==> src/common/hi_iso14443a_pkg.sv <==
// ISO14443-A receive and sniff front end, shared definitions
// holds the mode codes, the protocol constants and the structs passed between blocks
package hi_iso14443a_pkg;

	// mode codes as the ARM writes them, the unlisted codes behave as idle
	typedef enum logic [2:0] {
		SNIFFER       = 3'd0,
		READER_LISTEN = 3'd3,
		READER_MOD    = 3'd4
	} ht_mode_e;

	// --------------------
	// widths
	localparam int ADC_W    = 8;
	localparam int TIMER_W  = 7;
	localparam int FILTER_W = 11;

	// --------------------
	// reader side thresholds, all in ADC counts or carrier ticks
	localparam int HYST_HIGH        = 16;
	localparam int HYST_LOW         = 8;
	localparam int FIELD_PRESENT    = 192;
	localparam int FIELD_LOSS_TICKS = 4095;
	localparam int DEEP_ON_TICKS    = 7;
	localparam int DEEP_OFF_TICKS   = 255;

	// tag side, minimum filter swing of each sign that counts as an edge
	localparam int EDGE_DETECT_THRESHOLD = 5;
	localparam int LISTEN_WINDOW_PHASE   = 4;
	localparam int SNIFF_WINDOW_OFFSET   = 3;

	// decoded carrier timer phase, one struct so every block sees the same strobes
	typedef struct packed {
		logic [TIMER_W-1:0] count;
		logic               bit_slot;
		logic               byte_load;
		logic               sniff_shift;
	} carrier_phase_t;

	// shaped reader signal with its rising edge flag
	typedef struct packed {
		logic level;
		logic rising;
	} reader_sig_t;

endpackage

==> src/logic/carrier_timer.sv <==
// carrier timer
// counts carrier ticks 0 to 127 and decodes the phase strobes of the SSP transfer
`timescale 1ns/1ps

module carrier_timer (
	input  logic                            pck0,
	input  logic                            fdt_reset,
	output hi_iso14443a_pkg::carrier_phase_t phase
);

	logic [hi_iso14443a_pkg::TIMER_W-1:0] count;

	// free running, the wrap from 127 to 0 comes from the width
	always_ff @(posedge pck0)
	begin
		if (fdt_reset)
			count <= '0;
		else
			count <= count + 1'b1;
	end

	// one tick every 16, the sample point of reader and tag bits
	assign phase.count       = count;
	assign phase.bit_slot    = (count[3:0] == 4'd0);
	// last tick of a 64 tick frame, the sniff byte is built here
	assign phase.byte_load   = (count[5:0] == 6'd63);
	// double rate shift, but not on the tick right after a load
	assign phase.sniff_shift = (count[2:0] == 3'd0) && (count[5:0] != 6'd0);

endmodule

==> src/reader_rx/reader_pause_detector.sv <==
// reader pause detector
// Schmitt trigger on the ADC sample that turns the reader's 100 % pauses into a clean
// level, with recovery to carrier on when the field stays weak, and a rising edge flag
`timescale 1ns/1ps

module reader_pause_detector (
	input  logic                                pck0,
	input  logic                                fdt_reset,
	input  logic [hi_iso14443a_pkg::ADC_W-1:0]  adc_d,
	output hi_iso14443a_pkg::reader_sig_t       reader
);

	logic        level;
	logic        level_d;
	logic [11:0] weak_count;

	always_ff @(posedge pck0)
	begin
		if (fdt_reset)
		begin
			level      <= 1'b0;
			level_d    <= 1'b0;
			weak_count <= '0;
		end
		else
		begin
			level_d <= level;

			// hysteresis, the band between the thresholds keeps the old level
			if (adc_d >= hi_iso14443a_pkg::HYST_HIGH)
				level <= 1'b1;
			else if (adc_d < hi_iso14443a_pkg::HYST_LOW)
				level <= 1'b0;

			// a long stretch of weak field means the reader is gone, so report
			// an unmodulated carrier. this assignment comes last and wins
			if (adc_d >= hi_iso14443a_pkg::FIELD_PRESENT)
				weak_count <= '0;
			else if (weak_count == 12'(hi_iso14443a_pkg::FIELD_LOSS_TICKS))
			begin
				weak_count <= '0;
				level      <= 1'b1;
			end
			else
				weak_count <= weak_count + 1'b1;
		end
	end

	assign reader.level  = level;
	// high for the one tick after level went from 0 to 1
	assign reader.rising = level & ~level_d;

endmodule

==> src/reader_rx/reader_activity_detector.sv <==
// reader activity detector
// marks a reader as sending while it modulates the carrier deeply and releases
// the mark after a long stretch with the carrier present
`timescale 1ns/1ps

module reader_activity_detector (
	input  logic                               pck0,
	input  logic                               fdt_reset,
	input  logic [hi_iso14443a_pkg::ADC_W-1:0] adc_d,
	output logic                               reader_active
);

	logic [2:0] zero_count;
	logic [7:0] quiet_count;

	always_ff @(posedge pck0)
	begin
		if (fdt_reset)
		begin
			reader_active <= 1'b0;
			zero_count    <= '0;
			quiet_count   <= '0;
		end
		else if (adc_d == '0)
		begin
			// carrier fully off, the 8th zero in a row means deep modulation
			quiet_count <= '0;
			if (zero_count == 3'(hi_iso14443a_pkg::DEEP_ON_TICKS))
				reader_active <= 1'b1;
			else
				zero_count <= zero_count + 1'b1;
		end
		else
		begin
			// carrier present, after 256 such ticks the reader is probably waiting for the tag
			zero_count <= '0;
			if (quiet_count == 8'(hi_iso14443a_pkg::DEEP_OFF_TICKS))
				reader_active <= 1'b0;
			else
				quiet_count <= quiet_count + 1'b1;
		end
	end

endmodule

==> src/tag_rx/tag_edge_filter.sv <==
// tag edge filter
// gaussian derivative over five samples of the ADC stream, peaks at the edges
// of the tag's load modulation
`timescale 1ns/1ps

module tag_edge_filter (
	input  logic                                        pck0,
	input  logic                                        fdt_reset,
	input  logic        [hi_iso14443a_pkg::ADC_W-1:0]   adc_d,
	output logic signed [hi_iso14443a_pkg::FILTER_W-1:0] filtered
);

	// prev_1 is the newest stored sample, prev_4 the oldest
	logic [hi_iso14443a_pkg::ADC_W-1:0] prev_1, prev_2, prev_3, prev_4;
	logic [hi_iso14443a_pkg::ADC_W+1:0] old_sum;
	logic [hi_iso14443a_pkg::ADC_W+1:0] new_sum;

	always_ff @(posedge pck0)
	begin
		if (fdt_reset)
		begin
			prev_1 <= '0;
			prev_2 <= '0;
			prev_3 <= '0;
			prev_4 <= '0;
		end
		else
		begin
			prev_4 <= prev_3;
			prev_3 <= prev_2;
			prev_2 <= prev_1;
			prev_1 <= adc_d;
		end
	end

	// weights 2 1 0 -1 -2 from oldest to current, prev_2 drops out
	assign old_sum  = {prev_4, 1'b0} + prev_3;
	assign new_sum  = {adc_d, 1'b0} + prev_1;
	// both sums are unsigned, one extra bit makes the difference signed
	assign filtered = $signed({1'b0, old_sum}) - $signed({1'b0, new_sum});

endmodule

==> src/tag_rx/tag_load_detector.sv <==
// tag load modulation detector
// searches each 16 tick window for the steepest edge of each sign and decides
// one tag modulation bit per window
`timescale 1ns/1ps

module tag_load_detector (
	input  logic                                        pck0,
	input  logic                                        fdt_reset,
	input  hi_iso14443a_pkg::ht_mode_e                  mod_type,
	input  hi_iso14443a_pkg::carrier_phase_t            phase,
	input  hi_iso14443a_pkg::reader_sig_t               reader,
	input  logic                                        reader_active,
	input  logic signed [hi_iso14443a_pkg::FILTER_W-1:0] filtered,
	output logic                                        tag_bit
);

	logic        [3:0]                          window;
	logic signed [hi_iso14443a_pkg::FILTER_W-1:0] pos_peak;
	logic signed [hi_iso14443a_pkg::FILTER_W-1:0] neg_peak;

	// --------------------
	// window phase
	always_ff @(posedge pck0)
	begin
		if (fdt_reset)
			window <= '0;
		else if (mod_type == hi_iso14443a_pkg::READER_LISTEN)
			// our own reader edge sits at a fixed timer phase, so the tag answer does too
			window <= 4'(hi_iso14443a_pkg::LISTEN_WINDOW_PHASE);
		else if (mod_type == hi_iso14443a_pkg::SNIFFER && reader.rising && reader_active)
			// end of a foreign reader pause, the tag answer follows a fixed delay later
			window <= phase.count[3:0] - 4'(hi_iso14443a_pkg::SNIFF_WINDOW_OFFSET);
	end

	// --------------------
	// peak search and decision
	always_ff @(posedge pck0)
	begin
		if (fdt_reset)
		begin
			tag_bit  <= 1'b0;
			pos_peak <= '0;
			neg_peak <= '0;
		end
		else if (phase.count[3:0] == window)
		begin
			// a modulating tag gives a falling and a rising edge in the window, in any order
			tag_bit <= (pos_peak > hi_iso14443a_pkg::EDGE_DETECT_THRESHOLD) &&
				(neg_peak < -hi_iso14443a_pkg::EDGE_DETECT_THRESHOLD);
			pos_peak <= '0;
			neg_peak <= '0;
		end
		else if (filtered > 0)
		begin
			if (filtered > pos_peak)
				pos_peak <= filtered;
		end
		else if (filtered < neg_peak)
			neg_peak <= filtered;
	end

endmodule

==> src/ssp_link/arm_serializer.sv <==
// ARM serializer
// collects reader and tag bits, builds the sniff byte and selects the ssp_din bit
`timescale 1ns/1ps

module arm_serializer (
	input  logic                             pck0,
	input  logic                             fdt_reset,
	input  hi_iso14443a_pkg::ht_mode_e       mod_type,
	input  hi_iso14443a_pkg::carrier_phase_t phase,
	input  hi_iso14443a_pkg::reader_sig_t    reader,
	input  logic                             reader_active,
	input  logic                             tag_bit,
	output logic                             ssp_din
);

	logic [3:0] reader_hist;
	logic [3:0] tag_hist;
	logic [7:0] to_arm;
	logic [7:0] to_arm_next;
	logic       send_bit;
	logic       send_next;
	logic       din_next;

	// --------------------
	// next byte and bit, ssp_din follows them so it is valid at the ssp_clk rising edge
	always_comb
	begin
		to_arm_next = to_arm;
		if (mod_type == hi_iso14443a_pkg::SNIFFER)
		begin
			// while a reader talks there is no tag answer worth sending
			if (phase.byte_load)
				to_arm_next = {reader_hist, reader_active ? 4'b0000 : tag_hist};
			else if (phase.sniff_shift)
				to_arm_next = {to_arm[6:0], 1'b0};
		end

		send_next = phase.bit_slot ? tag_bit : send_bit;

		case (mod_type)
			hi_iso14443a_pkg::SNIFFER:       din_next = to_arm_next[7];
			hi_iso14443a_pkg::READER_LISTEN: din_next = send_next;
			default:                         din_next = 1'b0;
		endcase
	end

	always_ff @(posedge pck0)
	begin
		if (fdt_reset)
		begin
			reader_hist <= '0;
			tag_hist    <= '0;
			to_arm      <= '0;
			send_bit    <= 1'b0;
			ssp_din     <= 1'b0;
		end
		else
		begin
			// four samples of each side per byte, oldest ends up in the top bit
			if (phase.bit_slot)
			begin
				reader_hist <= {reader_hist[2:0], reader.level};
				tag_hist    <= {tag_hist[2:0], tag_bit};
			end
			to_arm   <= to_arm_next;
			send_bit <= send_next;
			ssp_din  <= din_next;
		end
	end

endmodule

==> src/ssp_link/ssp_port.sv <==
// SSP port
// generates ssp_clk and ssp_frame from the carrier timer, samples the ARM's
// ssp_dout and gates the HF carrier drive with it
`timescale 1ns/1ps

module ssp_port (
	input  logic                             pck0,
	input  logic                             fdt_reset,
	input  hi_iso14443a_pkg::ht_mode_e       mod_type,
	input  hi_iso14443a_pkg::carrier_phase_t phase,
	input  logic                             ck_1356megb,
	input  logic                             ssp_dout,
	output logic                             ssp_clk,
	output logic                             ssp_frame,
	output logic                             pwr_hi
);

	logic coil;

	always_ff @(posedge pck0)
	begin
		if (fdt_reset)
		begin
			ssp_clk   <= 1'b0;
			ssp_frame <= 1'b0;
			coil      <= 1'b0;
		end
		else
		begin
			coil <= ssp_dout;
			if (mod_type == hi_iso14443a_pkg::SNIFFER)
			begin
				// 8 tick clock, frame every 64 ticks
				if (phase.count[2:0] == 3'd0)
					ssp_clk <= 1'b1;
				else if (phase.count[2:0] == 3'd4)
					ssp_clk <= 1'b0;
				if (phase.count[5:0] == 6'd0)
					ssp_frame <= 1'b1;
				else if (phase.count[5:0] == 6'd8)
					ssp_frame <= 1'b0;
			end
			else
			begin
				// 16 tick clock, frame every 128 ticks
				if (phase.bit_slot)
					ssp_clk <= 1'b1;
				else if (phase.count[3:0] == 4'd8)
					ssp_clk <= 1'b0;
				if (phase.count == 7'd7)
					ssp_frame <= 1'b1;
				else if (phase.count == 7'd23)
					ssp_frame <= 1'b0;
			end
		end
	end

	// a 1 from the ARM is a reader pause in READER_MOD, the listen mode keeps the field on
	assign pwr_hi = ck_1356megb &
		(((mod_type == hi_iso14443a_pkg::READER_MOD) & ~coil) |
		(mod_type == hi_iso14443a_pkg::READER_LISTEN));

endmodule

==> src/logic/hi_iso14443a.sv <==
// ISO14443-A HF front end, receive and sniff path
// connects the carrier timer, the reader and tag receivers and the ARM link
`timescale 1ns/1ps

module hi_iso14443a (
	input  logic                               pck0,
	input  logic                               fdt_reset,
	input  logic [hi_iso14443a_pkg::ADC_W-1:0] adc_d,
	input  logic                               ck_1356megb,
	input  logic                               ssp_dout,
	input  hi_iso14443a_pkg::ht_mode_e         mod_type,
	output logic                               ssp_clk,
	output logic                               ssp_frame,
	output logic                               ssp_din,
	output logic                               pwr_hi
);

	hi_iso14443a_pkg::carrier_phase_t              phase;
	hi_iso14443a_pkg::reader_sig_t                 reader;
	logic                                          reader_active;
	logic signed [hi_iso14443a_pkg::FILTER_W-1:0]  filtered;
	logic                                          tag_bit;

	// --------------------
	// timing and reader side
	carrier_timer u_timer (
		.pck0      (pck0),
		.fdt_reset (fdt_reset),
		.phase     (phase)
	);

	reader_pause_detector u_pause (
		.pck0      (pck0),
		.fdt_reset (fdt_reset),
		.adc_d     (adc_d),
		.reader    (reader)
	);

	reader_activity_detector u_activity (
		.pck0          (pck0),
		.fdt_reset     (fdt_reset),
		.adc_d         (adc_d),
		.reader_active (reader_active)
	);

	// --------------------
	// tag side
	tag_edge_filter u_filter (
		.pck0      (pck0),
		.fdt_reset (fdt_reset),
		.adc_d     (adc_d),
		.filtered  (filtered)
	);

	tag_load_detector u_load (
		.pck0          (pck0),
		.fdt_reset     (fdt_reset),
		.mod_type      (mod_type),
		.phase         (phase),
		.reader        (reader),
		.reader_active (reader_active),
		.filtered      (filtered),
		.tag_bit       (tag_bit)
	);

	// --------------------
	// link to the ARM
	arm_serializer u_serializer (
		.pck0          (pck0),
		.fdt_reset     (fdt_reset),
		.mod_type      (mod_type),
		.phase         (phase),
		.reader        (reader),
		.reader_active (reader_active),
		.tag_bit       (tag_bit),
		.ssp_din       (ssp_din)
	);

	ssp_port u_ssp (
		.pck0        (pck0),
		.fdt_reset   (fdt_reset),
		.mod_type    (mod_type),
		.phase       (phase),
		.ck_1356megb (ck_1356megb),
		.ssp_dout    (ssp_dout),
		.ssp_clk     (ssp_clk),
		.ssp_frame   (ssp_frame),
		.pwr_hi      (pwr_hi)
	);

endmodule

==> config.mk <==
export PLATFORM = sky130hd
export DESIGN_NAME = hi_iso14443a
export DESIGN_NICKNAME = d
export VERILOG_FILES = /design/src/common/hi_iso14443a_pkg.sv /design/src/logic/carrier_timer.sv /design/src/reader_rx/reader_pause_detector.sv /design/src/reader_rx/reader_activity_detector.sv /design/src/tag_rx/tag_edge_filter.sv /design/src/tag_rx/tag_load_detector.sv /design/src/ssp_link/arm_serializer.sv /design/src/ssp_link/ssp_port.sv /design/src/logic/hi_iso14443a.sv
export SDC_FILE = /design/constraint.sdc
export NUM_CORES = 1
export LEC_CHECK = 0
export BUFFER_PORTS_ARGS = -buffer_cell sky130_fd_sc_hd__buf_2
export CORE_ASPECT_RATIO = 1.1
export CORE_MARGIN = 4
export CORE_UTILIZATION = 50
export CTS_BUF_LIST = sky130_fd_sc_hd__clkbuf_2 sky130_fd_sc_hd__clkbuf_4 sky130_fd_sc_hd__clkbuf_8
export DETAILED_ROUTE_END_ITERATION = 7
export GPL_TIMING_DRIVEN = 0
export PLACE_DENSITY = 0.66
export SYNTH_ARGS = -nofsm -noshare
export SYNTH_HDL_FRONTEND = slang
export SYNTH_SLANG_ARGS = --single-unit
==> constraint.sdc <==
create_clock -name pck0 -period 6.3 [get_ports pck0]
set_input_delay 0.63 -clock pck0 [delete_from_list [all_inputs] [get_ports pck0]]
set_output_delay 0.63 -clock pck0 [all_outputs]
set_load 0.005 [all_outputs]
==> run_results.csv <==
group,metric,value,unit
outcome,status,"complete, no violations",
floorplanning,die_height,120.6,microns
critical_path,critPathMostFrequentCell,"a21oi_1",
flow_run,maxCapViolations,0,
place,gp_congestion,0.8118,
final_layout,final_cell_mix,"dfxtp_1, nor2_1, inv_1",
final_layout,fin_cells,843,
hold_path,hold_path.class,"input pin to flip-flop",
detailed_routing,num_vias,4560,
critical_path,worstPathCellList,"buf_2, fa_1, fa_1, inv_1, ha_1, a21oi_1, a21oi_1, o21a_1, nor2_1, ha_1, nand4_1, and3_1, a21oi_1, a2111oi_0, a31oi_1, o32a_1, clkbuf_1, nand2_1, a211oi_1",
sta,tightest_slew,0.7763,ns
detailed_routing,drt_iter0_drc,229,
hold_path,hp-start,"ssp_dout",
sta,finalSetupViolCount,0,
place,numPlacedInstances,814,
critical_path,critPathTopFamily,"compound AO/OA/AOI/OAI gates",
synthesis,synth_warnings,0,
floorplanning,initial_core_util,51.87,%
clock_tree,htree_levels,4,
clock_tree,clockBufferDepth,2,
clock_tree,clk_latency,0.43,ns
pwr,p_per_area,318.5,nW/um^2
clock_tree,root_buffer,"clkbuf_8",
final_layout,layout-area-overhead-vs-synth,11.27,%
sta,drv_slew,0,
sta,skew,0.006940,ns
global_route,grt_pass1_wl,20810,microns
detailed_routing,ant_nets,0,
critical_path,cp_slowest_cell,"a2111oi_0",
clock_tree,cts_tree,"built",
floorplanning,num_io_pins,19,
pwr,power_frac_seq,37.9,%
synthesis,synth-edff-count,0,
synthesis,async_flop_share,0,%
pwr,swShare,32.18,%
pwr,ir_drop,0.1767,mV
critical_path,cp-startpoint,"adc_d[1]",
global_route,grt_max_degree,17,
clock_tree,hold_buffers,0,
final_layout,drive_gt1_share,9.339,%
critical_path,cp.required,6.59,ns
critical_path,critPathMaxFanout,10,
sta,layout_min_cycle_time,5.311,ns
synthesis,synthDistinctLibCells,60,
critical_path,endpoint,"u_load.pos_peak[8]",
synthesis,synthesis.area,5763,sq um
critical_path,worstPathArrival,5.60,ns
detailed_routing,wirelength,12260,microns
critical_path,crit_buf_inv,3,
critical_path,r2r_end,"u_load.pos_peak[8]",
sta,hold_ws,0.4175,ns
critical_path,end_kind,"flip-flop",
final_layout,nNetsFinal,752,
pwr,p_int,1.385,mW
pwr,power_leakage,2.528,nW
pwr,p_clk_share,32.5,%
synthesis,synth_nets,716,
place,dp_hpwl,9156,microns
sta,relSlewSlack,47.85,%
critical_path,max_stage_delay,0.57,ns
critical_path,reg2reg_depth,19,
synthesis,synth_ff_type,"dfxtp_1",
synthesis,seq_area_frac_synth,39.25,%
critical_path,critPathLaunchType,"input pin",
clock_tree,cts_resized,0,
critical_path,path_depth,19,
clock_tree,cts.sinks,113,
detailed_routing,wire_per_inst,14.54,microns
sta,fmax,188.3,MHz
clock_tree,clk_pin_slew_worst_paths,0.06,ns
global_route,antenna_found_initial,0,
final_layout,antenna_cells,0,
floorplanning,die_w,110.4,microns
floorplanning,core_area,11110,sq um
sta,fin_tns_setup,0,ns
synthesis,ys_ff_latch,113,
synthesis,syn_avg_cell_area,8.866,sq um
global_route,grt_usage,19.88,%
sta,hold_viol,0,
place,io_buffers,17,
sta,rsz0062_at_grt,"no",
critical_path,path_class,"input pin to flip-flop",
final_layout,layout_commonest_cell,"dfxtp_1",
sta,fin_crit_sh,84.31,%
detailed_routing,vias_per_cell,5.409,
pwr,p_sw,0.6573,mW
detailed_routing,drc,0,
critical_path,reg2reg_slack,1.00,ns
floorplanning,fp.dieArea,13310,sq um
synthesis,syn_inst,650,
global_route,grt_pass1_vias,4422,
detailed_routing,dr.pass1.iters,5,
floorplanning,rows,40,
pwr,p_comb_share,29.6,%
critical_path,reg2reg_from,"u_filter.prev_4[1]",
clock_tree,cts_made_buffers,17,
clock_tree,cts_setup_buffers,0,
global_route,overflow,0,
metal layers:
layer / part of all wire (%) / global-route usage [%] / vias to the layer above
li1: - / - / 2314
met1: 47 / 24.90 / 2169
met2: 49 / 33.00 / 61
met3: 2.8 / 4.592 / 16
met4: 1.5 / 7.467 / 0
met5: 0 / 0 / -
through the flow:
stage                     utilization [%]  area (sq um)  setup slack, ns  total power [mW]
after CTS                           57.71          6412            1.091             2.056
after global routing                57.71          6412           0.5945             2.172
after floorplan                         -          5763            1.505             1.246
after global placement              54.29          6032           0.8097             1.366
after detailed placement            54.29          6032           0.6801             1.386
final                               57.71          6412           0.9887             2.042
cell usage after synthesis, types with 13 or more instances:
cell        n  area (sq um)
nor2_1     67         251.5
mux2i_1    13         130.1
nand2_1    36         135.1
nor3_1     21         105.1
inv_1      61         229.0
xor2_1     19         166.4
dfxtp_1   113          2262
nand3_1    25         125.1
nor2b_1    32         200.2
clkbuf_1   18         67.56
o21ai_0    17         85.08
fa_1       13         260.3
a21oi_1    39         195.2
ha_1       38         475.5
logic make-up (layout without fill, tap and decap cells):
logic type	Yosys count	in the layout	synth area share, %
simple gates	242	242	21.54
compound gates	115	115	13.57
flops	113	113	39.25
buf+inv	85	131	5.862
fa+ha+maj	51	51	12.77
xor+xnor	30	30	4.559
mux	14	14	2.453
power by group through the flow:
stage	registers (mW)	logic [mW]	clock network [mW]
2_1_floorplan	0.782	0.464	0
3_3_place_gp	0.787	0.580	0
3_5_place_dp	0.788	0.598	0
4_1_cts	0.773	0.604	0.680
5_1_grt	0.777	0.680	0.715
6_report	0.773	0.604	0.665
cell type report:
class,instances,area [sq um]
Buffer,23,105.1
Clock buffer,23,297.8
Clock inverter,6,82.58
Fill cell,1029,4698
Inverter,62,232.7
Multi-Input combinational cell,452,3163
Sequential cell,113,2262
Tap cell,147,183.9
Timing Repair Buffer,17,85.08
flip-flops by register name, summed over array words and instances (netlist names), 7 cells and up:
register,count
u_filter.prev_4,8
u_filter.prev_1,8
u_pause.weak_count,12
u_filter.prev_3,8
u_filter.prev_2,8
u_serializer.to_arm,8
u_timer.count,7
u_load.neg_peak,11
u_activity.quiet_count,8
u_load.pos_peak,11
worst register-to-register path, stage by stage, from the launching register on:
cell       delay [ns]
dfxtp_1          0.31
inv_1            0.05
fa_1             0.47
fa_1             0.52
inv_1            0.04
ha_1             0.34
a21oi_1          0.37
a21oi_1          0.14
o21a_1           0.20
nor2_1           0.43
ha_1             0.37
nand4_1          0.11
and3_1           0.21
a21oi_1          0.08
a2111oi_0        0.57
a31oi_1          0.23
o32a_1           0.21
clkbuf_1         0.26
nand2_1          0.18
a211oi_1         0.08
how the worst min path moves through the flow:
| stage | end | cells past startpoint |
|---|---|---|
| after global placement | u_filter.prev_3[2] | 1 |
| final | u_ssp.coil | 2 |
| after global routing | u_ssp.coil | 2 |
| after detailed placement | u_filter.prev_3[3] | 1 |
| after CTS | u_ssp.coil | 2 |
| after floorplan | u_filter.prev_3[0] | 1 |
No activity file was read; power rests on OpenSTA's default activity.
